File: src/sata_xport_macros.svh
/*
 * SATA transport FIFO constants
 * depth, word layout width and the fill thresholds used on both sides
 */
`ifndef SATA_XPORT_MACROS_SVH
`define SATA_XPORT_MACROS_SVH

// fifo geometry
`define SATA_FIFO_AW          9   // address bits, 512 words per direction
`define SATA_FIFO_WORD_W      36  // {type[1:0], mask[1:0], data[31:0]}

// host to device
`define SATA_XMIT_START_LOG2  6   // ask link for a frame once 64 words are buffered
`define SATA_H2D_ROOM         8   // ready only while this many words are still free

// device to host
`define SATA_D2H_MANY         8   // d2h_many threshold
`define SATA_D2H_ALMOST_FULL  63  // tell link to hold off at this fill

`endif
File: src/hdl/word_fifo.sv
/*
 * Single-clock show-ahead word FIFO
 * head word is visible on rd_word whenever not_empty is high,
 * fill count tracks occupancy, writes while full are dropped and flagged
 */
`timescale 1ns/1ps
`include "sata_xport_macros.svh"

module word_fifo #(
    parameter int AW = 4                             // address bits, depth is 2**AW
) (
    input  logic                         clk,
    input  logic                         rst,
    input  logic                         wr_en,      // push wr_word
    input  logic [`SATA_FIFO_WORD_W-1:0] wr_word,
    input  logic                         rd_en,      // pop, ignored when empty
    output logic [`SATA_FIFO_WORD_W-1:0] rd_word,    // current head word
    output logic                         not_empty,
    output logic [AW:0]                  fill,       // words held, 0..2**AW
    output logic                         overflow    // one cycle after a dropped write
);
    localparam int DEPTH = 1 << AW;

    logic [`SATA_FIFO_WORD_W-1:0] mem [DEPTH];
    logic [AW-1:0]                wr_ptr;
    logic [AW-1:0]                rd_ptr;
    logic                         full;
    logic                         wr_ok;
    logic                         rd_ok;

    assign full      = fill[AW];                     // top bit only set at DEPTH
    assign not_empty = |fill;
    assign rd_ok     = rd_en && not_empty;
    assign wr_ok     = wr_en && (!full || rd_ok);    // a pop frees room same cycle

    // asynchronous read gives the show-ahead head word
    assign rd_word = mem[rd_ptr];

    // storage
    always_ff @(posedge clk) begin
        if (wr_ok) begin
            mem[wr_ptr] <= wr_word;
        end
    end

    // pointers
    always_ff @(posedge clk) begin
        if (rst) begin
            wr_ptr <= '0;
            rd_ptr <= '0;
        end else begin
            if (wr_ok) begin
                wr_ptr <= wr_ptr + 1'b1;             // wraps at DEPTH
            end
            if (rd_ok) begin
                rd_ptr <= rd_ptr + 1'b1;
            end
        end
    end

    // occupancy
    always_ff @(posedge clk) begin
        if (rst) begin
            fill <= '0;
        end else begin
            case ({wr_ok, rd_ok})
                2'b10:   fill <= fill + 1'b1;        // push only
                2'b01:   fill <= fill - 1'b1;        // pop only
                default: fill <= fill;               // both or neither
            endcase
        end
    end

    // dropped write indicator
    always_ff @(posedge clk) begin
        if (rst) begin
            overflow <= 1'b0;
        end else begin
            overflow <= wr_en && !wr_ok;             // pulse per lost word
        end
    end

endmodule

File: config.mk
export PLATFORM = sky130hd
export DESIGN_NAME = word_fifo
export DESIGN_NICKNAME = d
export VERILOG_FILES = /design/src/hdl/word_fifo.sv
export VERILOG_INCLUDE_DIRS = /design/src
export SDC_FILE = /design/constraint.sdc
export NUM_CORES = 1
export LEC_CHECK = 0
export BUFFER_PORTS_ARGS = -buffer_cell sky130_fd_sc_hd__buf_2
export CORE_MARGIN = 2
export CORE_UTILIZATION = 35
export DETAILED_ROUTE_END_ITERATION = 16
export GPL_TIMING_DRIVEN = 0
export MAX_ROUTING_LAYER = met4
export PLACE_DENSITY = 0.5
export REMOVE_ABC_BUFFERS = 1
export SETUP_SLACK_MARGIN = 0.15
export SLEW_MARGIN = 40
export SYNTH_ARGS = -nofsm -noshare
export SYNTH_HDL_FRONTEND = slang
export SYNTH_SLANG_ARGS = --single-unit
File: constraint.sdc
create_clock -name clk -period 4.6 [get_ports clk]
set_input_delay 0.23 -clock clk [delete_from_list [all_inputs] [get_ports clk]]
set_output_delay 0.23 -clock clk [all_outputs]
set_load 0.05 [all_outputs]
# Word level (Yosys, flattened, before mapping)
# Memory sizes are Yosys's and may differ from the RTL's. A register that Yosys moved wholly into a read port is not among the register bits.
# Cells that the tools add are included.
word_totals:
  output_inout_bits: 43
  ramBits: 576
  register_bits: 14
  rom_bits: 0
  memories: 1
  latchBits: 0
classes:
  div: 0
  n_reduce_logical: 8
  n_shift: 0
  addsub: 4
  magnitude_cmp: 0
  n_eq_ne: 2
  mul: 0
  mux: 5
  bitwise_logic: 0
mem_list:
  columns: ["name", "words", "word_bits", "read_ports", "rd_clocked_by_memory_dff", "write_ports", "line_no", "source"]
  rows:
  - ["mem", 16, 36, 1, 1, 1, "word_fifo.sv:24", "logic [`SATA_FIFO_WORD_W-1:0] mem [DEPTH];"]
op_table:
  columns: ["op", "count"]
  rows:
  - ["5-bit one-hot mux with 2 select lines", 1]
  - ["4-bit by 1-bit adder with 4-bit output, second input constant", 2]
  - ["4-bit two-way mux", 2]
  - ["5-bit by 1-bit adder with 5-bit output, second input constant", 1]
  - ["5-bit OR reduction", 1]
  - ["5-bit by 1-bit subtractor with 5-bit output, second input constant", 1]
  - ["1-bit logical AND", 3]
  - ["2-bit by 1-bit == test with 1-bit output, second input constant", 1]
  - ["2-bit == test, second input constant", 1]
  - ["1-bit logical NOT", 2]
  - ["1-bit two-way mux", 2]
  - ["2-bit nonzero test", 1]
  - ["1-bit logical OR", 1]

# Depth between registers and ports, before layout
logic_depth:
  ltp_word: 6
  depth_mapped: 12

# Least setup slack after synthesis
# No wires, ideal clock.
synth_timing:
  path_kind: "reg-to-reg"
  from: "reg fill[4]"
  to: "mem mem[3][0] (netlist name), enable pin"
  stages_incl_launch_ff: 6
  t_arrival_ns: 3.687
  setup_ns: 0.474
  required_ns: 4.126
  setup_slack_ns: 0.439
  period_less_slack_ns: 4.161
  cell_sequence: "dfxtp_1 nand2b_1 and2_1 clkbuf_1 nand2_1 nor3_1"
synth_between:
  elab_chain_len: 6
  word_cells_on_any_way: 7
  classes_between: "2 x mux; 5 x reduce/logical"
synth_rtl:
  columns: ["item", "line_no", "source"]
  rows:
  - ["start: declaration", "word_fifo.sv:19", "output logic [AW:0] fill,"]
  - ["start signal: assignment", "word_fifo.sv:67", "2'b10: fill <= fill + 1'b1;"]
  - ["start signal: assignment", "word_fifo.sv:68", "2'b01: fill <= fill - 1'b1;"]
  - ["start signal: assignment", "word_fifo.sv:69", "default: fill <= fill;"]
  - ["5-bit OR reduction", "word_fifo.sv:32", "assign not_empty = |fill;"]
  - ["1-bit logical AND", "word_fifo.sv:33", "assign rd_ok = rd_en && not_empty;"]
  - ["1-bit logical OR (*)", "word_fifo.sv:34", "assign wr_ok = wr_en && (!full || rd_ok);"]
  - ["1-bit logical AND (*)", "word_fifo.sv:34", null]
  - ["1-bit two-way mux (*)", "word_fifo.sv:41", "if (wr_ok) begin"]
  - ["1-bit two-way mux (not written as such) (*)", "word_fifo.sv:42", "mem[wr_ptr] <= wr_word;"]
  - ["end: declaration", "word_fifo.sv:24", null]
# Every way passes the cells marked *; elsewhere a longest branch is shown, timed or not.

==> impl_metrics.prom <==
# TYPE chip_impl_metric gauge
chip_impl_metric{name="vias_in_the_first_global_route",unit=""} 10900
chip_impl_metric{name="nets",unit=""} 1196
chip_impl_metric{name="pin_count",unit=""} 83
chip_impl_metric{name="clk_transition_reported_paths",unit="ns"} 0.06
chip_impl_metric{name="total_half_perimeter_wirelength_after_legalization_and_detailed_placement",unit="um"} 32700
chip_impl_metric{name="gr-usage-all-layers",unit=""} 0.160
chip_impl_metric{name="synthCells",unit=""} 920
chip_impl_metric{name="final_core_util",unit=""} 0.430
chip_impl_metric{name="routability_congestion",unit=""} 0.688
chip_impl_metric{name="yosys_warnings",unit=""} 0
chip_impl_metric{name="synthesized_area",unit="mm^2"} 0.0226
chip_impl_metric{name="cp.arrival",unit="ns"} 3.39
chip_impl_info{name="run_status",value="completed"} 1
chip_impl_info{name="setup_crit_path_kind",value="flip-flop to output pin"} 1
chip_impl_metric{name="slew_headroom",unit=""} 0.600
chip_impl_info{name="postSynth.topFlopCell",value="sky130_fd_sc_hd__edfxtp_1"} 1
chip_impl_metric{name="final.setup_skew",unit="ns"} 0.0113
chip_impl_metric{name="timing.final.crit_period",unit="ns"} 3.62
chip_impl_metric{name="final-max-slew-violation-count",unit=""} 0
chip_impl_metric{name="worst_skew_pair.late_latency",unit="ns"} 0.61
chip_impl_metric{name="achievable-frequency",unit="MHz"} 276
chip_impl_metric{name="ant_nets",unit=""} 0
chip_impl_metric{name="route.vias.total",unit=""} 10300
chip_impl_metric{name="std_cell_rows",unit=""} 93
chip_impl_metric{name="grt_pass1_wl",unit="um"} 74700
chip_impl_metric{name="tritoncts.num_buffers",unit=""} 60
chip_impl_info{name="layout.cells.most_common_list",value="sky130_fd_sc_hd__edfxtp_1, sky130_fd_sc_hd__mux4_2, sky130_fd_sc_hd__buf_2, sky130_fd_sc_hd__clkbuf_16, sky130_fd_sc_hd__dlygate4sd3_1"} 1
chip_impl_metric{name="whs",unit="ns"} 0.220
chip_impl_info{name="grt_setup_unrepaired",value="false"} 1
chip_impl_info{name="cell_at_the_root_of_the_clock_tree",value="sky130_fd_sc_hd__clkbuf_16"} 1
chip_impl_metric{name="timing.final.setup_violations",unit=""} 0
chip_impl_info{name="startpoint_type",value="flip-flop"} 1
chip_impl_metric{name="placement.cell_area",unit="mm^2"} 0.0253
chip_impl_metric{name="highest_ir_drop_seen_on_vdd",unit="mV"} 0.284
chip_impl_metric{name="finalHoldViolCount",unit=""} 0
chip_impl_metric{name="total_instance_count_after_detailed_placement",unit=""} 1902
chip_impl_metric{name="leakage_dissipation",unit="nW"} 8.66
chip_impl_info{name="min-delay-path-class",value="primary input to flip-flop"} 1
chip_impl_info{name="commonest_non_fill_non_tap_cell_in_the_layout",value="sky130_fd_sc_hd__edfxtp_1"} 1
chip_impl_metric{name="number_of_violations_reported_at_the_end_of_detailed_routing_iteration_0",unit=""} 880
chip_impl_metric{name="chipWidth",unit="um"} 258
chip_impl_metric{name="synth_cell_types",unit=""} 33
chip_impl_metric{name="routed_wire_length_per_instance",unit="um"} 24.8
chip_impl_metric{name="final_critical_path_setup_slack",unit="ns"} 0.979
chip_impl_metric{name="post_route_cells_drive_above_1_share",unit=""} 0.382
chip_impl_metric{name="fin_total_pwr",unit="mW"} 12.9
chip_impl_info{name="worstSetupEndpointType",value="output pin"} 1
chip_impl_metric{name="floorplan.initialDensity",unit=""} 0.352
chip_impl_metric{name="layout-area-overhead-vs-synth",unit="%"} 22.2
chip_impl_metric{name="fillCellCount",unit=""} 5413
chip_impl_info{name="cts_tree",value="yes"} 1
chip_impl_metric{name="ys_ff_latch",unit=""} 594
chip_impl_metric{name="pre_cts_ws",unit="ns"} 1.51
chip_impl_metric{name="critical_path_peak_fanout",unit=""} 20
chip_impl_metric{name="die_y",unit="um"} 258
chip_impl_metric{name="final-instance-count-excl-fill",unit=""} 2052
chip_impl_metric{name="routed_wirelength",unit="um"} 51000
chip_impl_metric{name="fraction_of_the_cycle_the_final_worst_path_needs",unit=""} 0.787
chip_impl_metric{name="worst-slew-pin-transition",unit="ns"} 0.599
chip_impl_metric{name="dr.pass1.iters",unit=""} 5
chip_impl_metric{name="avgViaCountPerCell",unit=""} 5.02
chip_impl_metric{name="grt.overflow.total",unit=""} 0
chip_impl_metric{name="fin_setup_tns",unit="ns"} 0
chip_impl_metric{name="data_required_time_at_the_worst_endpoint",unit="ns"} 4.37
chip_impl_metric{name="grt_antenna_before_repair",unit=""} 3
chip_impl_metric{name="powerDensity",unit="mW/mm^2"} 469
chip_impl_metric{name="synth-async-reset-ratio",unit=""} 0
chip_impl_metric{name="cts_num_sinks",unit=""} 594
chip_impl_metric{name="post-route-cell-area",unit="mm^2"} 0.0276
chip_impl_metric{name="post_synth.cell_area_avg",unit="um^2"} 24.5
chip_impl_metric{name="port_buffers",unit=""} 82
chip_impl_metric{name="max_cap_violations",unit=""} 0
chip_impl_metric{name="max_root_sink_buffers",unit=""} 3
chip_impl_metric{name="ctsResizeCount",unit=""} 0
chip_impl_metric{name="htreeDepth",unit=""} 2
chip_impl_metric{name="synth_enable_flop_cells",unit=""} 576
chip_impl_metric{name="grt_max_degree",unit=""} 33
chip_impl_metric{name="drcViolationCount",unit=""} 0
chip_impl_metric{name="die_area",unit="mm^2"} 0.0665
chip_impl_metric{name="seq_area_frac_synth",unit=""} 0.783
chip_impl_metric{name="placeableCoreArea",unit="mm^2"} 0.0641
## logic make-up after synthesis
family	count (synthesis)	synth area share
DFF	594	0.783
muxes	183	0.181
and+or+nand+nor	65	0.0132
buffers and inverters	51	0.0119
AOI/OAI and AO/OA	10	0.00322
xor gates and xnor gates	9	0.00349
adders and majority gates	8	0.00444
## power breakdown
part	switching, mW	internal, mW
registers	0.101	6.04
clock network	1.98	2.60
logic	1.23	0.977
## area by class of cell
class	instances	area, um^2	share of cell area
inverter	3	11.3	0.000409
clock inverter	28	186	0.00676
tap	855	1070	0.0388
clock buffer	80	1640	0.0595
multi-input combinational	275	4740	0.172
timing repair buffer	214	2230	0.0809
antenna	3	7.51	0.000272
sequential	594	17700	0.641
## timing repair
action / 4_1_cts / 5_1_grt
hold buffers: 39 / 0
endpoints found under the hold margin: 587 / 0
setup buffers: 0 / 0
## flip-flops by register name, indices dropped and copies added (netlist names), named ones only
name,count
wr_ptr,4
fill,5
overflow,1
rd_ptr,4
mem,576
## worst paths after layout
path	cells past startpoint	endpoint	slack [ns]	start
max	7	rd_word[12]	0.98	flip-flop
min	4	rd_ptr[1]	0.22	rd_en
max reg2reg	8	fill[4]	1.53	fill[1]
min reg2reg	2	flip-flop	0.51	rd_ptr[3]
## per-layer routing
layer / track usage / part of all wire
met3: 0.0282 / 0.047
met5: - / 0
met1: 0.224 / 0.45
met4: 0.0361 / 0.019
met2: 0.247 / 0.48
## Yosys cell counts, drive strengths merged, types with 3 or more instances
cell | number | area share
edfxtp | 576 | 0.77
mux4 | 180 | 0.18
nor2 | 33 | 0.0055
buf | 24 | 0.0074
clkbuf | 24 | 0.0040
dfxtp | 18 | 0.016
nand2 | 9 | 0.0015
ha | 8 | 0.0044
nor3 | 8 | 0.0018
xor2 | 6 | 0.0023
nand2b | 4 | 0.0011
inv | 3 | 0.00050
nor3b | 3 | 0.0010
xnor2 | 3 | 0.0012
## worst max-delay path, stage by stage (launching register included)
cell,delay (ns)
sky130_fd_sc_hd__dfxtp_4,0.60
sky130_fd_sc_hd__buf_12,0.27
sky130_fd_sc_hd__buf_12,0.23
sky130_fd_sc_hd__buf_12,0.21
sky130_fd_sc_hd__buf_12,0.21
sky130_fd_sc_hd__mux4_2,0.53
sky130_fd_sc_hd__mux4_2,0.47
sky130_fd_sc_hd__buf_2,0.23
No activity file was read; power rests on OpenSTA's default activity.
