==> config.mk <==
export PLATFORM = sky130hd
export DESIGN_NAME = d2h_fis_tagger
export DESIGN_NICKNAME = d
export VERILOG_FILES = /design/src/sata_xport_macros.svh /design/src/hdl/sata_fis_pkg.sv /design/src/hdl/d2h_fis_tagger.sv
export SDC_FILE = /design/constraint.sdc
export NUM_CORES = 1
export LEC_CHECK = 0
export BUFFER_PORTS_ARGS = -buffer_cell sky130_fd_sc_hd__clkbuf_2
export CAP_MARGIN = 20
export CORE_AREA = 2 2 39 41
export CTS_CLUSTER_SIZE = 28
export DETAILED_ROUTE_END_ITERATION = 7
export DIE_AREA = 0 0 41 43
export HOLD_SLACK_MARGIN = 0.06
export PLACE_DENSITY = 0.37
export SKIP_LAST_GASP = 1
export SLEW_MARGIN = 10
export SYNTH_ARGS = -nofsm -noshare
export SYNTH_HDL_FRONTEND = slang
export SYNTH_SLANG_ARGS = --single-unit
==> constraint.sdc <==
create_clock -name clk -period 1.1 [get_ports clk]
set_clock_uncertainty 0.05 [all_clocks]
set_input_delay 0.11 -clock clk [delete_from_list [all_inputs] [get_ports clk]]
set_output_delay 0.11 -clock clk [all_outputs]
set_load 0.02 [all_outputs]
==> src/sata_xport_macros.svh <==
/*
 * SATA transport FIFO constants
 * depth, word layout width and the fill thresholds used on both sides
 */
`ifndef SATA_XPORT_MACROS_SVH
`define SATA_XPORT_MACROS_SVH

// fifo geometry
`define SATA_FIFO_AW          9   // address bits, 512 words per direction
`define SATA_FIFO_WORD_W      36  // {type[1:0], mask[1:0], data[31:0]}

// host to device
`define SATA_XMIT_START_LOG2  6   // ask link for a frame once 64 words are buffered
`define SATA_H2D_ROOM         8   // ready only while this many words are still free

// device to host
`define SATA_D2H_MANY         8   // d2h_many threshold
`define SATA_D2H_ALMOST_FULL  63  // tell link to hold off at this fill

`endif
==> src/hdl/sata_fis_pkg.sv <==
/*
 * SATA FIS word types
 * tags carried in the top two bits of every FIFO word, per direction
 */
package sata_fis_pkg;

    // host to device, written by the host with each word
    typedef enum logic [1:0] {
        FIS_DATA = 2'd0,  // body word
        FIS_HEAD = 2'd1,  // first word of a FIS
        FIS_LAST = 2'd2   // final word, starts transmit if not yet started
    } h2d_type_e;

    // device to host, produced by the receive tagger
    // status words come after the body, their data field carries nothing
    typedef enum logic [1:0] {
        DMA          = 2'd0,  // FIS body
        D2H_FIS_HEAD = 2'd1,  // first word after incom_start
        R_OK         = 2'd2,  // frame closed cleanly
        R_ERR        = 2'd3   // frame invalidated by the link
    } d2h_type_e;

endpackage

==> src/hdl/d2h_fis_tagger.sv <==
/*
 * Device-to-host FIS tagger
 * marks link receive words as head or body and appends one
 * R_OK/R_ERR status word after a frame that carried data
 */
`timescale 1ns/1ps

module d2h_fis_tagger (
    input  logic                    clk,
    input  logic                    rst,
    input  logic                    rx_valid,          // link word this cycle
    input  logic                    incom_start,       // new incoming frame
    input  logic                    incom_done,        // frame ended, CRC good
    input  logic                    incom_invalidate,  // frame ended with errors
    output logic                    fifo_wr,           // device FIFO write
    output sata_fis_pkg::d2h_type_e word_type          // tag for the written word
);
    sata_fis_pkg::d2h_type_e type_r;
    logic                    over_r;                    // status word due
    logic                    fis_end;

    assign fis_end = incom_done || incom_invalidate;

    // current tag, head first then body, status once data was seen
    always_ff @(posedge clk) begin
        if (rst || incom_start) begin
            type_r <= sata_fis_pkg::D2H_FIS_HEAD;
        end else if (fis_end && (type_r == sata_fis_pkg::DMA)) begin
            type_r <= incom_invalidate ? sata_fis_pkg::R_ERR : sata_fis_pkg::R_OK;
        end else if (rx_valid) begin
            type_r <= sata_fis_pkg::DMA;                // body from here on
        end
    end

    // leaving DMA means only one status word per FIS
    always_ff @(posedge clk) begin
        if (rst) begin
            over_r <= 1'b0;
        end else begin
            over_r <= fis_end && (type_r == sata_fis_pkg::DMA);
        end
    end

    assign fifo_wr   = rx_valid || over_r;              // status word rides on over_r
    assign word_type = type_r;

endmodule

== After elaboration in Yosys (flattened, before gate mapping) ==
Cells that the tools add are included.
Storage, ports and cells
  bits of input ports: 6
  flip-flop bits (word level): 3
Operators by class
  mux-type cells: 3
  reduce and logical (&&, ||, !) cells: 6
Operators with widths (number)
  $mux 2: 2
  $logic_or 1x1->1: 3
  $logic_not 2->1: 1
  $reduce_bool 2->1: 1
  $logic_and 1x1->1: 1
  $mux 1: 1

== Longest topological paths before layout ==
Gate-level depths: netlist of the first run.
  depth in word-level cells: 3
  depth in mapped cells: 3
  gate-level depth less buffers: 3

== Worst setup path after synthesis of the first run ==
No wires, ideal clock.
  kind: reg2reg
  start point: reg type_r[1] (netlist: word_type[1])
  end point: reg type_r[0] (netlist: word_type[0])
  arrival: 0.714 ns
  slack: 0.219 ns
  buffers on the path: 0
  stages on the path, launching flop included: 4
  cell sequence: dfxtp_1 > nor2_2 > a21oi_1 > nand2_1
On the way
  longest elaborated chain between the ends: 3
  elaborated cells between the ends (all ways): 4
  classes of those cells: mux: 1; reduce/logical: 3
Ends and longest elaborated chain
  start, declared: RTL line d2h_fis_tagger.sv:18  | sata_fis_pkg::d2h_type_e type_r;
  start signal, assigned: RTL line d2h_fis_tagger.sv:27  | type_r <= sata_fis_pkg::D2H_FIS_HEAD;
  start signal, assigned: RTL line d2h_fis_tagger.sv:29  | type_r <= incom_invalidate ? sata_fis_pkg::R_ERR : sata_fis_pkg::R_OK;
  start signal, assigned: RTL line d2h_fis_tagger.sv:31  | type_r <= sata_fis_pkg::DMA;
  $logic_not 2->1 *: RTL line d2h_fis_tagger.sv:28  | end else if (fis_end && (type_r == sata_fis_pkg::DMA)) begin
  $logic_and 1x1->1 *: RTL line d2h_fis_tagger.sv:28
  $mux 2 / $reduce_bool 2->1 (equally long branches)
Every way passes the cells marked *; elsewhere a longest branch is shown, timed or not.
A chain may end at the register's enable or synchronous reset.

== Final worst setup path of the first run ==
  start point: reg over_r
  end point: out fifo_wr
On the way
  longest elaborated chain between the ends: 1
Ends and longest elaborated chain
  start, declared: RTL line d2h_fis_tagger.sv:19  | logic over_r;
  start signal, assigned: RTL line d2h_fis_tagger.sv:40  | over_r <= fis_end && (type_r == sata_fis_pkg::DMA);
  $logic_or 1x1->1: RTL line d2h_fis_tagger.sv:44  | assign fifo_wr = rx_valid || over_r;
  end, declared: RTL line d2h_fis_tagger.sv:15  | output logic fifo_wr,
Every way passes these cells.

==> results of run 1 <==
## layer usage
layer | wire length [um] | vias up | track usage
met4 | 14 | 0 | 0.06000
met3 | 66 | 2 | 0.06283
met2 | 86 | 13 | 0.04688
met1 | 136 | 55 | 0.04808
met5 | 0 | - | 0
li1 | - | 70 | -
## report_power, final
part           internal (W)  switching (W)   total, W
clock network      0.000136      0.0000568   0.000193
logic             0.0000259      0.0000201  0.0000460
registers          0.000113     0.00000242   0.000116
total              0.000275      0.0000793   0.000354
## Yosys cell counts
| master | instances |
|---|---|
| nor2b_1 | 1 |
| or2_2 | 1 |
| nor2_2 | 1 |
| a21oi_1 | 1 |
| a21boi_2 | 1 |
| dfxtp_1 | 3 |
| nor2_1 | 2 |
| nand2_1 | 1 |
| o21ai_2 | 1 |
| nand2b_1 | 1 |
## critical path, stage by stage, from the launching register on
cell and delay (ns):
dfxtp_1 0.29, or2_4 0.23, clkbuf_8 0.15
## cells by family (layout without fill, tap and decap cells)
logic type | after synthesis | in the layout | synth area share
AO/OA/AOI/OAI | 3 | 3 | 0.2062
buffers and inverters | 0 | 14 | 0
flip-flops | 3 | 3 | 0.4949
AND/OR/NAND/NOR | 7 | 7 | 0.2991
## sequential cells by signal, indices dropped and copies added, names as in the netlist
register / cells
word_type: 2
over_r: 1
## repair_timing
| action | 4_1_cts | 5_1_grt |
|---|---|---|
| hold buffers | 2 | 0 |
| hold endpoints to repair | 2 | 0 |
| setup endpoints to repair | 1 | 0 |
| gates resized for setup | 3 | 0 |
## cells in the final DEF (no fill, tap or decap), drive strengths merged
cell type     n
a21oi         1
nand2b        1
nor2b         1
dlygate4sd3   2
nor2          3
dfxtp         3
o21ai         1
a21boi        1
clkbuf       12
or2           1
nand2         1
## final cells by class
cell class	count	share of cell area
Tap cell	16	0.08377
Timing Repair Buffer	10	0.2880
Clock buffer	4	0.1099
Sequential cell	3	0.2513
Multi-Input combinational cell	10	0.2670
## path summary, 6_finish.rpt
check                                          startpoint                         to  cells after the start
worst max-delay path                    over_r$_SDFF_PP0_                    fifo_wr                      2
worst min-delay path                     incom_invalidate  word_type[0]$_SDFFE_PP1P_                      3
worst max register to register  word_type[0]$_SDFFE_PP1P_  word_type[0]$_SDFFE_PP1P_                      3
worst min register to register  word_type[1]$_SDFFE_PP0P_  word_type[1]$_SDFFE_PP0P_                      2
## per-stage QoR
stage	utilization	instance area [um^2]	setup WS, ns	cells
2_1_floorplan	-	121.4	0.2190	13
3_3_place_gp	0.1311	181.4	0.2378	37
3_5_place_dp	0.1311	181.4	0.2324	37
4_1_cts	0.1727	239.0	0.02950	43
5_1_grt	0.1727	239.0	0.008091	43
6_report	0.1727	239.0	0.04115	43
==> flow_summary_export.csv, run 1 <==
group,metric,value,unit
timing,finalHoldViolations,0,
global_routing,grt_max_degree,4,
critical_path,cp_data_required_time,0.94,ns
cells_and_area,nFillCells,158,
timing,final.min_clock_period,1.059,ns
clock_network,cts_tree,"yes",
clock_network,clock_latency,0.23,ns
synth,synth_area_leader_cell,"dfxtp_1",
timing,post-route-period-util,0.9626,
timing,rsz0062_at_grt,"no",
detailed_routing,route.detailed.drc,0,
timing,setup_viol,0,
clock_network,post_cts_buffers,0,
critical_path,end_kind,"output port",
clock_network,cts-root-buf,"clkbuf_4",
power,leakagePower,0.1048,nW
synth,ys_top_cells_by_area,"dfxtp_1, a21boi_2, o21ai_2, nor2_1, nand2b_1",
run,cap_violations,0,
clock_network,htree_levels,1,
power,p_total,0.0003543,W
floorplan,die-area,1763,um^2
critical_path,crit_path_max_fanout,1,
clock_network,clk_pin_slew_worst_paths,0.04,ns
global_routing,antenna_found_initial,0,
floorplan,initial_utilization,0.08770,
synth,syn_area,121.4,um^2
detailed_routing,viasPerCell,3.256,
timing,setup_tns,0,ns
synth,syn-num-nets,19,
cells_and_area,area_delta_synth_final,96.91,%
timing,tightest_slew,0.1421,ns
critical_path,start_kind,"flop",
outcome,status,"finished clean",
power,ir_drop,0.3102,mV
detailed_routing,ant_nets,0,
synth,synth.distinct_cells,10,
synth,synth_top_area_share,0.4948,
detailed_routing,wl_per_cell,7.093,um
timing,whs,0.07215,ns
synth,syn_area_per_cell,9.336,um^2
detailed_routing,vias,140,
timing,slew_violations,0,
floorplan,die_h,43,um
critical_path,crit_arrival,0.90,ns
global_routing,grt.total_usage,0.05115,
floorplan,die_w,41,um
detailed_routing,dr.first_iter.drc_count,8,
min_path,min_path_type,"in -> reg",
global_routing,grt_pass1_wl,489,um
cells_and_area,ff_latch_area,60.06,um^2
timing,max_freq,0.9444,GHz
place,gp_congestion,0.5410,
synth,ys_seq_area_frac,0.4948,
critical_path,worst-r2r-setup-slack,0.31,ns
synth,ys_ff_latch,3,
cells_and_area,multi_input_area,63.81,um^2
floorplan,placementRows,14,
floorplan,core,1384,um^2
global_routing,grt_overflow,0,
clock_network,clock-sinks,3,
place,port_buffers,8,
timing,slew_headroom,0.9053,
critical_path,critPathKind,"reg -> out",
power,power.density,1482,nW/um^2
floorplan,pin_count,9,
global_routing,grt_pass1_vias,135,
detailed_routing,drt-pass1-iter-count,4,
detailed_routing,wl,305,um
cells_and_area,antennaDiodeCount,0,
cells_and_area,fin_nets,34,
clock_network,cts_buffer_depth,2,
clock_network,numCtsBuffers,3,
cells_and_area,drive_gt1_frac,0.5556,
synth,yosysWarnings,0,
synth,synth_cells,13,
Note: power is estimated with default switching activity, not from simulation.
==> run 2, diff against run 1 <==
--- a/config.mk
+++ b/config.mk
@@ -5,7 +5,7 @@
 export SDC_FILE = /design/constraint.sdc
 export NUM_CORES = 1
 export LEC_CHECK = 0
-export BUFFER_PORTS_ARGS = -buffer_cell sky130_fd_sc_hd__clkbuf_2
+export BUFFER_PORTS_ARGS = -buffer_cell sky130_fd_sc_hd__buf_4
 export CAP_MARGIN = 20
 export CORE_AREA = 2 2 39 41
 export CTS_CLUSTER_SIZE = 28
==> constraint.sdc (replaced) <==
create_clock -name clk -period 1.07 [get_ports clk]
set_clock_uncertainty 0.05 [all_clocks]
set_input_delay 0.107 -clock clk [delete_from_list [all_inputs] [get_ports clk]]
set_output_delay 0.107 -clock clk [all_outputs]
set_load 0.02 [all_outputs]
==> run 2 against run 1 <==
Compared with the run above: highest routed layer unchanged; global-route usage fell by 0.40 points; worst setup slack worse by 0.0043 ns; non-clock buffer count grew 1; flip-flop and latch count unchanged; register-to-register slack got worse by 0.03 ns; via count fell by 1.4%; sequential share of layout area decreased by 2.0 points; first-iteration DRC count shrank 75%.
==> flow_summary_export.csv, run 2 (synthesized netlist as in run 1, its figures left out) <==
group,metric,value,unit
global_routing,grt_max_degree,4,
timing,setup_tns,0,ns
critical_path,end_kind,"output port",
critical_path,r2r_start,"word_type[0]$_SDFFE_PP1P_",
timing,post-route-period-util,0.9656,
clock_network,clk_pin_slew_worst_paths,0.04,ns
detailed_routing,viasPerCell,3.136,
floorplan,die_w,41,um
timing,slew_violations,0,
power,leakagePower,0.1122,nW
cells_and_area,layout.cells.non_filler,44,
run,cap_violations,0,
clock_network,post_cts_buffers,0,
cells_and_area,multi_input_area,63.81,um^2
min_path,min_path_type,"in -> reg",
cells_and_area,final_common_cell,"buf_4",
cells_and_area,nFillCells,152,
floorplan,placementRows,14,
global_routing,grt_overflow,0,
floorplan,die_h,43,um
detailed_routing,dr.first_iter.drc_count,2,
critical_path,crit_path_start,"over_r$_SDFF_PP0_",
cells_and_area,antennaDiodeCount,0,
power,power.density,1414,nW/um^2
detailed_routing,ant_nets,0,
timing,max_freq,0.9679,GHz
clock_network,cts-root-buf,"clkbuf_4",
floorplan,core,1384,um^2
clock_network,numCtsBuffers,3,
cells_and_area,drive_gt1_frac,0.5714,
detailed_routing,route.detailed.drc,0,
min_path,hold_start,"incom_done",
place,placedCellCount,37,
detailed_routing,vias,138,
timing,setup_viol,0,
critical_path,crit_path_max_fanout,1,
timing,tightest_slew,0.1397,ns
global_routing,grt_pass1_wl,420,um
timing,finalHoldViolations,0,
detailed_routing,wl_per_cell,7.568,um
floorplan,pin_count,9,
clock_network,htree_levels,1,
cells_and_area,ff_latch_area,61.31,um^2
critical_path,cp_data_required_time,0.91,ns
timing,slew_headroom,0.9069,
cells_and_area,fin_nets,35,
clock_network,cts_tree,"yes",
critical_path,start_kind,"flop",
floorplan,die-area,1763,um^2
place,port_buffers,8,
detailed_routing,wl,333,um
clock_network,clock-sinks,3,
global_routing,grt_pass1_vias,128,
floorplan,initial_utilization,0.08770,
timing,final.min_clock_period,1.033,ns
critical_path,critPathKind,"reg -> out",
outcome,status,"finished clean",
cells_and_area,largest_reg_flops,2,
clock_network,cts_buffer_depth,2,
clock_network,clock_latency,0.23,ns
global_routing,antenna_found_initial,0,
global_routing,grt.total_usage,0.04719,
cells_and_area,layout_common_cells,"buf_4, clkbuf_4, dlygate4sd3_1",
detailed_routing,drt-pass1-iter-count,4,
critical_path,crit_arrival,0.88,ns
power,ir_drop,0.2156,mV
timing,rsz0062_at_grt,"no",
place,gp_congestion,0.5528,
cells_and_area,area_delta_synth_final,118.6,%
run 2: changes by cell type in the layout (fill, tap and decap cells not counted):
| cell | change |
|---|---|
| buf_4 | +7 |
| clkbuf_2 | -7 |
| buf_6 | +1 |
| clkbuf_8 | -1 |
| dfxtp_1 | -1 |
| dfxtp_2 | +1 |
| dlygate4sd3_1 | +1 |
run 2: power breakdown:
part           switching (W)  internal [W]  total (W)
Sequential        0.00000236      0.000116   0.000119
Combinational      0.0000223     0.0000351  0.0000573
Clock              0.0000593      0.000140   0.000199
run 2: per-layer routing:
layer,global-route usage,share of wire,wire length [um]
met1,0.03859,0.41,136
met5,0,0,0
met3,0.03665,0.19,64
met4,0.1000,0.057,19
met2,0.04063,0.34,113
run 2: cell type report:
type                       count  share of cell area
clock buffer                   4             0.09906
multi-input combinational     10              0.2406
sequential                     3              0.2311
tap                           16             0.07547
timing repair buffer          11              0.3538
run 2: final timing paths:
check	endpoint	slack, ns	depth (start not counted)
worst max-delay path	fifo_wr	0.04	2
worst min-delay path	over_r$_SDFF_PP0_	0.08	3
worst max register to register	word_type[0]$_SDFFE_PP1P_	0.28	3
worst min register to register	word_type[1]$_SDFFE_PP0P_	0.46	2
run 2: stage by stage:
stage / util / hold WS, ns / cell area (um^2) / power [W] / setup slack [ns]
floorplan: - / 0.1294 / 121.4 / 0.0001390 / 0.1890
global placement: 0.1456 / 0.2299 / 201.4 / 0.0001641 / 0.2051
detailed placement: 0.1456 / 0.2373 / 201.4 / 0.0001654 / 0.1966
CTS: 0.1908 / 0.07244 / 264.0 / 0.0003879 / 0.01076
global route: 0.1917 / 0.1079 / 265.3 / 0.0003924 / 0.01530
finish: 0.1917 / 0.07689 / 265.3 / 0.0003752 / 0.03681
run 2: critical path: stages, from the launching register on:
cell and delay [ns]:
dfxtp_2 0.30, or2_4 0.22, buf_6 0.13
run 2: what timing repair did:
| action | 4_1_cts | 5_1_grt |
|---|---|---|
| setup endpoints to repair | 1 | 1 |
| hold buffers | 3 | 0 |
| gates resized for setup | 2 | 1 |
| hold endpoints to repair | 2 | 0 |
| pin swaps | 0 | 1 |
