--- config.mk ---
export PLATFORM = sky130hd
export DESIGN_NAME = h2d_frame_scheduler
export DESIGN_NICKNAME = d
export VERILOG_FILES = /design/src/hdl/sata_link_pkg.sv /design/src/hdl/sata_fis_pkg.sv /design/src/hdl/h2d_frame_scheduler.sv
export VERILOG_INCLUDE_DIRS = /design/src
export SDC_FILE = /design/constraint.sdc
export NUM_CORES = 1
export LEC_CHECK = 0
export BUFFER_PORTS_ARGS = -buffer_cell sky130_fd_sc_hd__buf_4
export CAP_MARGIN = 20
export CORE_AREA = 5 5 42 44
export CTS_BUF_LIST = sky130_fd_sc_hd__clkbuf_4 sky130_fd_sc_hd__clkbuf_8 sky130_fd_sc_hd__clkbuf_16
export DETAILED_ROUTE_END_ITERATION = 8
export DIE_AREA = 0 0 47 49
export PLACE_DENSITY = 0.4
export SLEW_MARGIN = 15
export SYNTH_ARGS = -nofsm -noshare
export SYNTH_HDL_FRONTEND = slang
export SYNTH_SLANG_ARGS = --single-unit
--- constraint.sdc ---
create_clock -name clk -period 0.8 [get_ports clk]
set_input_delay 0.04 -clock clk [delete_from_list [all_inputs] [get_ports clk]]
set_output_delay 0.04 -clock clk [all_outputs]
set_load 0.005 [all_outputs]
--- src/sata_xport_macros.svh ---
/*
 * SATA transport FIFO constants
 * depth, word layout width and the fill thresholds used on both sides
 */
`ifndef SATA_XPORT_MACROS_SVH
`define SATA_XPORT_MACROS_SVH

// fifo geometry
`define SATA_FIFO_AW          9   // address bits, 512 words per direction
`define SATA_FIFO_WORD_W      36  // {type[1:0], mask[1:0], data[31:0]}

// host to device
`define SATA_XMIT_START_LOG2  6   // ask link for a frame once 64 words are buffered
`define SATA_H2D_ROOM         8   // ready only while this many words are still free

// device to host
`define SATA_D2H_MANY         8   // d2h_many threshold
`define SATA_D2H_ALMOST_FULL  63  // tell link to hold off at this fill

`endif
--- src/hdl/sata_link_pkg.sv ---
/*
 * SATA link handshake types
 * transmit request tracking between host FIFO and link layer
 */
package sata_link_pkg;

    // frame request state
    // one request per FIS head; the request cycle itself is REQUESTED
    typedef enum logic [1:0] {
        IDLE      = 2'd0,  // no FIS pending
        FILLING   = 2'd1,  // head seen, waiting for last word or threshold
        REQUESTED = 2'd2   // frame_req high for this cycle
    } tx_state_e;

endpackage

--- src/hdl/sata_fis_pkg.sv ---
/*
 * SATA FIS word types
 * tags carried in the top two bits of every FIFO word, per direction
 */
package sata_fis_pkg;

    // host to device, written by the host with each word
    typedef enum logic [1:0] {
        FIS_DATA = 2'd0,  // body word
        FIS_HEAD = 2'd1,  // first word of a FIS
        FIS_LAST = 2'd2   // final word, starts transmit if not yet started
    } h2d_type_e;

    // device to host, produced by the receive tagger
    // status words come after the body, their data field carries nothing
    typedef enum logic [1:0] {
        DMA          = 2'd0,  // FIS body
        D2H_FIS_HEAD = 2'd1,  // first word after incom_start
        R_OK         = 2'd2,  // frame closed cleanly
        R_ERR        = 2'd3   // frame invalidated by the link
    } d2h_type_e;

endpackage

--- src/hdl/h2d_frame_scheduler.sv ---
/*
 * Host-to-device frame scheduler
 * watches FIS heads entering the host FIFO and asks the link for a frame
 * once the FIS is complete or enough words are buffered
 */
`timescale 1ns/1ps
`include "sata_xport_macros.svh"

module h2d_frame_scheduler (
    input  logic                    clk,
    input  logic                    rst,
    input  logic                    wr_en,       // host FIFO write
    input  sata_fis_pkg::h2d_type_e wr_type,     // type of the word being written
    input  logic [`SATA_FIFO_AW:0]  fifo_fill,   // host FIFO occupancy
    input  logic                    frame_busy,  // link cannot take a request
    output logic                    frame_req    // one-cycle request to link
);
    localparam logic [`SATA_FIFO_AW:0] START_FILL =
        (`SATA_FIFO_AW + 1)'(1 << `SATA_XMIT_START_LOG2);

    sata_link_pkg::tx_state_e state;
    sata_link_pkg::tx_state_e state_nxt;
    logic                     head_wr;
    logic                     last_wr;
    logic                     enough;
    logic                     start;

    assign head_wr = wr_en && (wr_type == sata_fis_pkg::FIS_HEAD);
    assign last_wr = wr_en && (wr_type == sata_fis_pkg::FIS_LAST);
    assign enough  = fifo_fill >= START_FILL;          // long FIS, don't wait for last
    assign start   = !frame_busy && (last_wr || enough);

    always_comb begin
        state_nxt = state;
        case (state)
            sata_link_pkg::IDLE: begin
                if (head_wr) begin
                    state_nxt = sata_link_pkg::FILLING;
                end
            end
            sata_link_pkg::FILLING: begin
                if (start) begin
                    state_nxt = sata_link_pkg::REQUESTED;   // req shows next cycle
                end
            end
            sata_link_pkg::REQUESTED: begin
                // back-to-back FIS, head may land in the request cycle
                state_nxt = head_wr ? sata_link_pkg::FILLING : sata_link_pkg::IDLE;
            end
            default: state_nxt = sata_link_pkg::IDLE;
        endcase
    end

    always_ff @(posedge clk) begin
        if (rst) begin
            state <= sata_link_pkg::IDLE;
        end else begin
            state <= state_nxt;
        end
    end

    assign frame_req = (state == sata_link_pkg::REQUESTED);  // decoded from a flop

endmodule

# After elaboration in Yosys (flattened, before gate mapping)
# Cells that the tools add are included.
op_classes:
  reduce_logical: 7
  add_sub_neg: 0
  muxes: 4
  shifts: 0
  order_cmp: 1
  eq_ne: 6
  bitwise: 0
  multipliers: 0
  div: 0
ops:
  columns: ["cell", "n"]
  rows:
  - ["10-bit by 7-bit >= comparator with 1-bit output, second input constant", 1]
  - ["2-bit case mux with 3 select lines", 1]
  - ["2-bit by 1-bit == test with 1-bit output, second input constant", 2]
  - ["2-bit == test, second input constant", 2]
  - ["2-bit two-way mux", 2]
  - ["2-bit != test, second input constant", 2]
  - ["1-bit logical AND", 3]
  - ["2-bit logical NOT", 1]
  - ["2-bit AND reduction", 1]
  - ["1-bit logical NOT", 1]
  - ["1-bit logical OR", 1]
  - ["1-bit two-way mux", 1]
word_totals:
  mem_count: 0
  ramBits: 0
  latchBits: 0
  inputBits: 16
  reg_bits: 2
  output_inout_bits: 1
  wordCells: 19
  mem_bits_ro: 0

# Longest topological paths before layout
# Gate-level depths: netlist of run 1.
depth:
  word_depth: 6
  depth_mapped: 3
  ltp_nobuf: 3

# Least setup slack after synthesis of run 1
# OpenSTA, ideal clock, no wires.
synth_path:
  path_kind: "register to register"
  from: "register state[0]"
  to: "register state[0]"
  path_stages_with_launch: 4
  t_arrival_ns: 0.698
  setup_slack_ns: 0.033
  setup_ns: 0.069
  period_less_slack_ns: 0.767
  n_path_buf: 0
  t_required_ns: 0.731
  cell_sequence: "dfxtp_1 -> nor4b_1 -> nand2_1 -> o21ai_1"
synth_via:
  elab_chain_len: 3
  word_cells_on_any_way: 7
  cone_classes: "4 x eq/ne; 1 x mux; 2 x reduce/logical"
synth_rtl:
  columns: ["element", "line_no", "rtl"]
  rows:
  - ["start: declaration", "h2d_frame_scheduler.sv:21", "sata_link_pkg::tx_state_e state;"]
  - ["start signal: assignment", "h2d_frame_scheduler.sv:56", "state <= sata_link_pkg::IDLE;"]
  - ["start signal: assignment", "h2d_frame_scheduler.sv:58", "state <= state_nxt;"]
  - ["2-bit by 1-bit == test with 1-bit output / 2-bit logical NOT (equally long branches)", "h2d_frame_scheduler.sv:35", "case (state)"]
  - ["2-bit != test (no source line)", null, null]
  - ["2-bit AND reduction (no source line)", null, null]
# Parallel ways exist; a longest one is shown, timed or not.
# A chain may end at the register's enable or synchronous reset.

# Final worst setup path of run 1
layout_path:
  from: "register state[0]"
  to: "output frame_req"
layout_via:
  elab_chain_len: 1
layout_rtl:
  columns: ["element", "line_no", "rtl"]
  rows:
  - ["2-bit == test", "h2d_frame_scheduler.sv:62", "assign frame_req = (state == sata_link_pkg::REQUESTED);"]
  - ["end: declaration", "h2d_frame_scheduler.sv:16", "output logic frame_req"]
# No other way between the ends.

==> metrics.txt, run 1 <==
# TYPE chip_impl_metric gauge
chip_impl_info{name="path_class",value="reg -> out"} 1
chip_impl_metric{name="synthDistinctLibCells",unit=""} 9
chip_impl_info{name="worstHoldPathType",value="in -> reg"} 1
chip_impl_metric{name="number_of_nets_produced_by_synthesis",unit=""} 28
chip_impl_metric{name="ys_warn_count",unit=""} 0
chip_impl_metric{name="number_of_detailed_route_iterations_in_the_first_pass",unit=""} 3
chip_impl_metric{name="setup-violations-final",unit=""} 2
chip_impl_metric{name="number_of_flip_flops_under_the_largest_register_name",unit=""} 2
chip_impl_info{name="biggestRegsByFlops",value="state x2"} 1
chip_impl_info{name="clockRootBuffer",value="clkbuf_4"} 1
chip_impl_metric{name="seq_area_frac_synth",unit="%"} 41.56
chip_impl_metric{name="via_count",unit=""} 142
chip_impl_metric{name="p_seq_share",unit="%"} 27.5
chip_impl_metric{name="p_sw_share",unit="%"} 19.45
chip_impl_metric{name="clock_tree.htree_level_count",unit=""} 1
chip_impl_metric{name="post-synth-top-area-fraction",unit="%"} 41.56
chip_impl_metric{name="worst-endpoint-arrival",unit="ns"} 0.84
chip_impl_info{name="leading_cell_type_in_the_layout_fill_and_taps_excluded",value="buf_4"} 1
chip_impl_metric{name="fmaxAchievable",unit="MHz"} 1141
chip_impl_metric{name="area_growth_syn_to_layout",unit="%"} 146.8
chip_impl_metric{name="antenna_found_initial",unit=""} 0
chip_impl_metric{name="maxCapViolCount",unit=""} 0
chip_impl_metric{name="dieArea",unit="um2"} 2303
chip_impl_metric{name="clock_tree.buffer_depth",unit=""} 2
chip_impl_metric{name="cp_data_required_time",unit="ns"} 0.76
chip_impl_metric{name="p_leak",unit="uW"} 0.0001016
chip_impl_metric{name="tritoncts.num_buffers",unit=""} 3
chip_impl_metric{name="routed_wirelength",unit="um"} 401
chip_impl_metric{name="post-route-util",unit="%"} 16.96
chip_impl_metric{name="boundaryPins",unit=""} 17
chip_impl_info{name="cts_tree",value="yes"} 1
chip_impl_metric{name="clk_transition_reported_paths",unit="ns"} 0.03
chip_impl_metric{name="transition_at_the_pin_with_the_smallest_max_transition_slack",unit="ns"} 0.2399
chip_impl_metric{name="register_cell_area_after_layout",unit="um2"} 41.29
chip_impl_metric{name="power_frac_clock",unit="%"} 57.2
chip_impl_metric{name="drc",unit=""} 0
chip_impl_metric{name="setup_tns",unit="ns"} -0.1077
chip_impl_info{name="timing.critical_path.cells",value="buf_6 -> nor2b_4 -> buf_6"} 1
chip_impl_metric{name="total_grt_usage",unit="%"} 4.574
chip_impl_metric{name="period_share",unit="%"} 109.6
chip_impl_metric{name="antenna_cell_count",unit=""} 0
chip_impl_metric{name="finish.net_count",unit=""} 44
chip_impl_metric{name="core_area",unit="um2"} 1401
chip_impl_info{name="largest-register",value="state"} 1
chip_impl_metric{name="total_power_divided_by_cell_area",unit="nW/um2"} 1614
chip_impl_metric{name="combined_area_of_all_synthesized_cells",unit="um2"} 96.34
chip_impl_info{name="status",value="complete, but fails checks"} 1
chip_impl_metric{name="timing.final.hold_violations",unit=""} 0
chip_impl_metric{name="antenna_violating_nets_post_route",unit=""} 0
chip_impl_metric{name="grt_pass1_wl",unit="um"} 586
chip_impl_metric{name="headroom_to_the_max_slew_limit",unit="%"} 83.78
chip_impl_metric{name="overflow",unit=""} 0
chip_impl_info{name="path_common_cell",value="buf_6"} 1
chip_impl_metric{name="worst_clock_skew",unit="ns"} 0.002655
chip_impl_metric{name="min_hold_slack",unit="ns"} 0.05637
chip_impl_metric{name="port_buffers",unit=""} 10
chip_impl_metric{name="grt_max_degree",unit=""} 3
chip_impl_metric{name="finalNonFillerCells",unit=""} 42
chip_impl_metric{name="clock_sinks",unit=""} 2
chip_impl_info{name="synthTopCellsByArea",value="dfxtp_1, nor2b_1, nor4b_1"} 1
chip_impl_metric{name="synth_cells",unit=""} 12
chip_impl_metric{name="grt_pass1_vias",unit=""} 149
chip_impl_metric{name="critical_path_maximum_fanout",unit=""} 2
chip_impl_metric{name="timing.final.crit_period",unit="ns"} 0.8767
chip_impl_info{name="crit_slowest_cell",value="dfxtp_2"} 1
chip_impl_metric{name="fp.dieW",unit="um"} 47
chip_impl_metric{name="post-route-worst-setup-slack",unit="ns"} -0.07671
chip_impl_metric{name="cts-hold-fix-buffers",unit=""} 0
chip_impl_metric{name="synth_seq_cells",unit=""} 2
chip_impl_info{name="layout_common_cells",value="buf_4, clkbuf_4, nand2_1, buf_6"} 1
chip_impl_info{name="synth_largest_area_cell",value="dfxtp_1"} 1
chip_impl_info{name="violations_in_the_final_reports",value="setup timing"} 1
chip_impl_metric{name="worst_skew_pair.late_latency",unit="ns"} 0.22
chip_impl_metric{name="irDropWorstVdd",unit="mV"} 0.2712
chip_impl_metric{name="finalMaxSlewViolations",unit=""} 0
chip_impl_metric{name="place_worst_setup_slack",unit="ns"} 0.01332
chip_impl_metric{name="num_rows",unit=""} 14
chip_impl_info{name="rsz0062_at_grt",value="true"} 1
chip_impl_metric{name="initial_utilization",unit="%"} 6.875
chip_impl_metric{name="p_int",unit="uW"} 309.1
chip_impl_info{name="critical_path.startpoint_type",value="flop"} 1
chip_impl_metric{name="detail_route.iter0.violations",unit=""} 1
chip_impl_metric{name="filler_cell_count",unit=""} 159
chip_impl_metric{name="net-switching-power",unit="uW"} 74.61
chip_impl_metric{name="critPathMaxStageDelay",unit="ns"} 0.31
chip_impl_metric{name="multiInputGateArea",unit="um2"} 63.81
chip_impl_metric{name="die_h",unit="um"} 49
chip_impl_metric{name="gp_congestion",unit=""} 0.6879
chip_impl_metric{name="via_per_inst",unit=""} 3.381
chip_impl_metric{name="drive_gt1_share",unit="%"} 61.54
chip_impl_metric{name="drt-wirelength-per-cell",unit="um"} 9.548
chip_impl_metric{name="dp.cells",unit=""} 39
chip_impl_metric{name="combPwrFrac",unit="%"} 15.2
chip_impl_info{name="critical_path.endpoint_type",value="primary output"} 1
chip_impl_metric{name="syn_avg_cell_area",unit="um2"} 8.029
==> final cells by class <==
class                      instances  share of cell area, %
timing repair buffer              11                  37.89
multi-input combinational         10                  26.84
tap                               16                  8.421
sequential                         2                  17.37
clock buffer                       3                  9.474
==> through the flow <==
stage | area [um2] | total power (uW)
2_1_floorplan | 96.34 | 117.1
3_5_place_dp | 198.9 | 160.5
4_1_cts | 237.7 | 396.9
3_3_place_gp | 198.9 | 160.6
5_1_grt | 237.7 | 404.7
6_report | 237.7 | 383.7
==> worst max-delay path, delay by kind of cell (launching register included) <==
kind / cells / cell delay, ns
DFF: 1 / 0.31
buffers and inverters: 2 / 0.20
and+or+nand+nor: 1 / 0.10
==> kinds of logic (layout without fill, tap and decap cells) <==
group | after synthesis | in the layout | share of synthesized area, %
flops | 2 | 2 | 41.56
compound gates | 2 | 2 | 10.38
buf+inv | 0 | 14 | 0
simple gates | 8 | 8 | 48.06
==> power groups by stage <==
stage / clock network, uW / logic (uW) / registers, uW
final: 220 / 58.5 / 106
after floorplan: 0 / 11.1 / 106
after global routing: 236 / 62.8 / 106
after CTS: 233 / 58.4 / 105
after detailed placement: 0 / 54.8 / 106
after global placement: 0 / 54.7 / 106
==> layer usage <==
| layer | routed length (um) | vias up | global-route usage (%) |
|---|---|---|---|
| met5 | 0 | - | 0 |
| met2 | 101 | 11 | 2.715 |
| met1 | 199 | 57 | 5.921 |
| li1 | - | 72 | - |
| met3 | 93 | 2 | 2.952 |
| met4 | 7 | 0 | 8.295 |
==> synthesized netlist by cell type <==
cell / instances
nor2_1: 1
nor4b_1: 1
nor4_1: 1
nor2b_1: 2
a21oi_1: 1
o21ai_1: 1
dfxtp_1: 2
nand3b_1: 1
nand2_1: 2
==> path summary, 6_finish.rpt <==
path,endpoint,slack [ns],from,cells past startpoint
setup / recovery,frame_req,-0.08,state[0]$_SDFFE_PP0P_,3
hold / removal,state[0]$_SDFFE_PP0P_,0.06,wr_en,3
setup reg to reg,state[0]$_SDFFE_PP0P_,-0.03,state[0]$_SDFFE_PP0P_,3
hold reg to reg,state[0]$_SDFFE_PP0P_,0.53,state[0]$_SDFFE_PP0P_,3
==> what timing repair did <==
action,in CTS,in global routing
endpoints found under the setup margin,1,2
buffers inserted,0,0
gates resized for setup,5,0
Power figures use the tool's default switching activity.
==> run 2: changes to the inputs <==
Settings changed: ABC_AREA set to 1, PLACE_DENSITY 0.4 to 0.41.
==> run 2 against run 1 <==
  * The run now ends clean
  * Combinational power decreased by 9.4%
  * Clock power barely moved
  * Synthesized cell count up 58%
  * Final cell count up 14%
  * Total power fell by 0.72%
  * Sequential share of layout area about the same
  * Worst hold slack about the same
  * Sequential power about the same
  * Critical path type unchanged
  * Largest cell class unchanged
==> metrics.txt, run 2 <==
# TYPE chip_impl_metric gauge
chip_impl_info{name="status",value="finished, final reports clean"} 1
chip_impl_metric{name="finalNonFillerCells",unit=""} 48
chip_impl_metric{name="transition_at_the_pin_with_the_smallest_max_transition_slack",unit="ns"} 0.09140
chip_impl_metric{name="port_buffers",unit=""} 10
chip_impl_info{name="critPathTopFamily",value="flip-flops"} 1
chip_impl_info{name="synthMostInstantiatedCell",value="nor2_1"} 1
chip_impl_metric{name="drive_gt1_share",unit="%"} 43.75
chip_impl_metric{name="synth_cells",unit=""} 19
chip_impl_metric{name="headroom_to_the_max_slew_limit",unit="%"} 93.90
chip_impl_metric{name="worst_clock_skew",unit="ns"} 0.0002179
chip_impl_metric{name="number_of_detailed_route_iterations_in_the_first_pass",unit=""} 4
chip_impl_info{name="rsz0062_at_grt",value="true"} 1
chip_impl_metric{name="worst_skew_pair.late_latency",unit="ns"} 0.22
chip_impl_metric{name="post_route_cell_area",unit="um2"} 230.2
chip_impl_metric{name="cts-hold-fix-buffers",unit=""} 0
chip_impl_info{name="reg2reg_from",value="state[1]$_SDFFE_PP0P_"} 1
chip_impl_metric{name="drt-wirelength-per-cell",unit="um"} 6.667
chip_impl_metric{name="detail_route.iter0.violations",unit=""} 3
chip_impl_metric{name="drc",unit=""} 0
chip_impl_metric{name="total_power_divided_by_cell_area",unit="nW/um2"} 1655
chip_impl_metric{name="grt_pass1_wl",unit="um"} 538
chip_impl_info{name="synth_largest_area_cell",value="dfxtp_1"} 1
chip_impl_metric{name="timing.reg2reg.worst_path_depth",unit=""} 4
chip_impl_info{name="critical_path.endpoint_type",value="primary output"} 1
chip_impl_metric{name="globalRouteMet1Util",unit="%"} 2.838
chip_impl_metric{name="syn_avg_cell_area",unit="um2"} 5.927
chip_impl_info{name="hold_start",value="wr_en"} 1
chip_impl_metric{name="die_h",unit="um"} 49
chip_impl_info{name="synthTopCellsByArea",value="dfxtp_1, nor2_1, nand3_1"} 1
chip_impl_metric{name="boundaryPins",unit=""} 17
chip_impl_metric{name="cp_data_required_time",unit="ns"} 0.76
chip_impl_metric{name="clk_transition_reported_paths",unit="ns"} 0.03
chip_impl_metric{name="timing.hold.worst_path_depth",unit=""} 3
chip_impl_metric{name="total_grt_usage",unit="%"} 3.725
chip_impl_info{name="dominantRegCellSynth",value="dfxtp_1"} 1
chip_impl_metric{name="fmaxAchievable",unit="MHz"} 1275
chip_impl_metric{name="p_leak",unit="uW"} 0.0001243
chip_impl_metric{name="p_seq_share",unit="%"} 27.5
chip_impl_info{name="leading_cell_type_in_the_layout_fill_and_taps_excluded",value="buf_4"} 1
chip_impl_metric{name="seq_area_frac_synth",unit="%"} 35.56
chip_impl_metric{name="worstPathBufferInverterCount",unit=""} 2
chip_impl_metric{name="antenna_violating_nets_post_route",unit=""} 0
chip_impl_metric{name="overflow",unit=""} 0
chip_impl_metric{name="power_frac_clock",unit="%"} 58.6
chip_impl_metric{name="ys_warn_count",unit=""} 0
chip_impl_metric{name="synth_seq_cells",unit=""} 2
chip_impl_metric{name="core_area",unit="um2"} 1401
chip_impl_info{name="path_class",value="reg -> out"} 1
chip_impl_metric{name="worst-endpoint-arrival",unit="ns"} 0.74
chip_impl_metric{name="area_growth_syn_to_layout",unit="%"} 104.4
chip_impl_metric{name="p_sw_share",unit="%"} 20.04
chip_impl_metric{name="routed_wirelength",unit="um"} 320
chip_impl_metric{name="net-switching-power",unit="uW"} 76.34
chip_impl_metric{name="maxCapViolCount",unit=""} 0
chip_impl_metric{name="placement.cell_area",unit="um2"} 207.7
chip_impl_metric{name="clock_sinks",unit=""} 2
chip_impl_metric{name="period_share",unit="%"} 98.04
chip_impl_metric{name="number_of_flip_flops_under_the_largest_register_name",unit=""} 2
chip_impl_metric{name="tritoncts.num_buffers",unit=""} 3
chip_impl_metric{name="clock_tree.buffer_depth",unit=""} 2
chip_impl_metric{name="setup-violations-final",unit=""} 0
chip_impl_info{name="largest-register",value="state"} 1
chip_impl_metric{name="r2r_slack",unit="ns"} 0.10
chip_impl_metric{name="grt_max_degree",unit=""} 4
chip_impl_metric{name="place.detailed.hpwl",unit="um"} 271.6
chip_impl_metric{name="post-route-util",unit="%"} 16.43
chip_impl_info{name="worstHoldPathType",value="in -> reg"} 1
chip_impl_metric{name="min_hold_slack",unit="ns"} 0.05593
chip_impl_info{name="critical_path.startpoint_type",value="flop"} 1
chip_impl_info{name="biggestRegsByFlops",value="state x2"} 1
chip_impl_metric{name="clock_tree.htree_level_count",unit=""} 1
chip_impl_info{name="clockRootBuffer",value="clkbuf_4"} 1
chip_impl_metric{name="p_int",unit="uW"} 304.6
chip_impl_info{name="timing.critical_path.cells",value="inv_1 -> nor2_1 -> buf_4"} 1
chip_impl_info{name="worst_hold_endpoint",value="state[0]$_SDFFE_PP0P_"} 1
chip_impl_metric{name="finish.net_count",unit=""} 50
chip_impl_metric{name="gp_congestion",unit=""} 0.5851
chip_impl_metric{name="dp.cells",unit=""} 45
chip_impl_metric{name="antenna_found_initial",unit=""} 0
chip_impl_metric{name="via_count",unit=""} 150
chip_impl_info{name="crit_slowest_cell",value="dfxtp_1"} 1
chip_impl_metric{name="total_power",unit="uW"} 380.9
chip_impl_metric{name="timing.final.hold_violations",unit=""} 0
chip_impl_metric{name="antenna_cell_count",unit=""} 0
chip_impl_metric{name="synth-edff-count",unit=""} 0
chip_impl_metric{name="finalMaxSlewViolations",unit=""} 0
chip_impl_metric{name="irDropWorstVdd",unit="mV"} 0.2258
chip_impl_metric{name="via_per_inst",unit=""} 3.125
chip_impl_info{name="grt_most_used_layer",value="met4"} 1
chip_impl_metric{name="num_rows",unit=""} 14
chip_impl_metric{name="combPwrFrac",unit="%"} 13.9
chip_impl_metric{name="synthDistinctLibCells",unit=""} 7
chip_impl_metric{name="gr-usage-met3",unit="%"} 1.107
chip_impl_metric{name="dieArea",unit="um2"} 2303
chip_impl_metric{name="critical_path_maximum_fanout",unit=""} 2
chip_impl_metric{name="fp.dieW",unit="um"} 47
chip_impl_metric{name="initial_utilization",unit="%"} 8.036
chip_impl_info{name="worst_r2r_endpoint",value="state[1]$_SDFFE_PP0P_"} 1
chip_impl_metric{name="number_of_nets_produced_by_synthesis",unit=""} 35
chip_impl_info{name="cts_tree",value="yes"} 1
chip_impl_metric{name="synthArstFlopShare",unit="%"} 0
chip_impl_metric{name="grt_pass1_vias",unit=""} 166
chip_impl_metric{name="post-synth-top-area-fraction",unit="%"} 35.56
chip_impl_info{name="synth.top_cells.by_count",value="nor2_1, nand2_1, inv_1, nand3_1, dfxtp_1"} 1
chip_impl_metric{name="combined_area_of_all_synthesized_cells",unit="um2"} 112.6
chip_impl_metric{name="critPathMaxStageDelay",unit="ns"} 0.29
chip_impl_metric{name="timing.final.crit_period",unit="ns"} 0.7843
chip_impl_metric{name="grtUsageMet2",unit="%"} 4.977
chip_impl_info{name="layout_common_cells",value="buf_4, nor2_1, nand2_1"} 1
## run 2: cell count changes in the layout (fill, tap and decap cells not counted), sizes merged, moves of 2 or more
cell / delta
inv: +3
nand2: +2
nand3: +3
nor2: +5
nor2b: -2
## run 2: cells by family (layout without fill, tap and decap cells)
family	after synthesis	after routing	synth area share, %
and+or+nand+nor	14	14	54.45
buffers and inverters	3	16	9.999
DFF	2	2	35.56
## run 2: worst register-to-register path, delay by kind of cell (launching register included)
family                 cells  cell delay [ns]
buffers and inverters      1             0.04
DFF                        1             0.29
and+or+nand+nor            3             0.26
## run 2: cell type report
type	instances	area, um2
clock buffer	3	22.52
fill	177	1171
inverter	3	11.26
multi-input combinational	14	61.31
sequential	2	40.04
tap	16	20.02
timing repair buffer	10	75.07
## run 2: worst max path at each step
stage | from | end | slack [ns] | cells after the start
2_1_floorplan | state[1]$_SDFFE_PP0P_ | state[1]$_SDFFE_PP0P_ | 0.12 | 4
3_3_place_gp | state[0]$_SDFFE_PP0P_ | state[1]$_SDFFE_PP0P_ | 0.08 | 3
6_report | state[1]$_SDFFE_PP0P_ | frame_req | 0.02 | 3
3_5_place_dp | state[1]$_SDFFE_PP0P_ | state[1]$_SDFFE_PP0P_ | 0.09 | 4
5_1_grt | state[1]$_SDFFE_PP0P_ | frame_req | -0.04 | 3
4_1_cts | state[1]$_SDFFE_PP0P_ | frame_req | -0.003 | 3
## run 2: what timing repair did
action                     in CTS  in global routing
buffers inserted                0                  0
cloned                          0                  0
resized for setup               0                  0
setup endpoints to repair       1                  1
## run 2: per-layer routing
metal,vias to the layer above,wire [um]
li1,85,-
met2,3,193
met5,-,0
met4,0,0
met3,0,21
met1,62,105
## run 2: power by group through the flow
| stage | registers, uW | logic, uW | clock network (uW) |
|---|---|---|---|
| 2_1_floorplan | 106 | 15.5 | 0 |
| 3_3_place_gp | 106 | 53.6 | 0 |
| 3_5_place_dp | 106 | 53.9 | 0 |
| 4_1_cts | 105 | 54.0 | 242 |
| 5_1_grt | 105 | 60.8 | 255 |
| 6_report | 105 | 53.0 | 223 |
## run 2: stage by stage
stage / setup WS (ns) / setup TNS (ns)
after CTS: -0.002634 / -0.002634
after floorplan: 0.1163 / 0
after detailed placement: 0.09080 / 0
after global placement: 0.07881 / 0
final: 0.01569 / 0
after global routing: -0.03769 / -0.03769
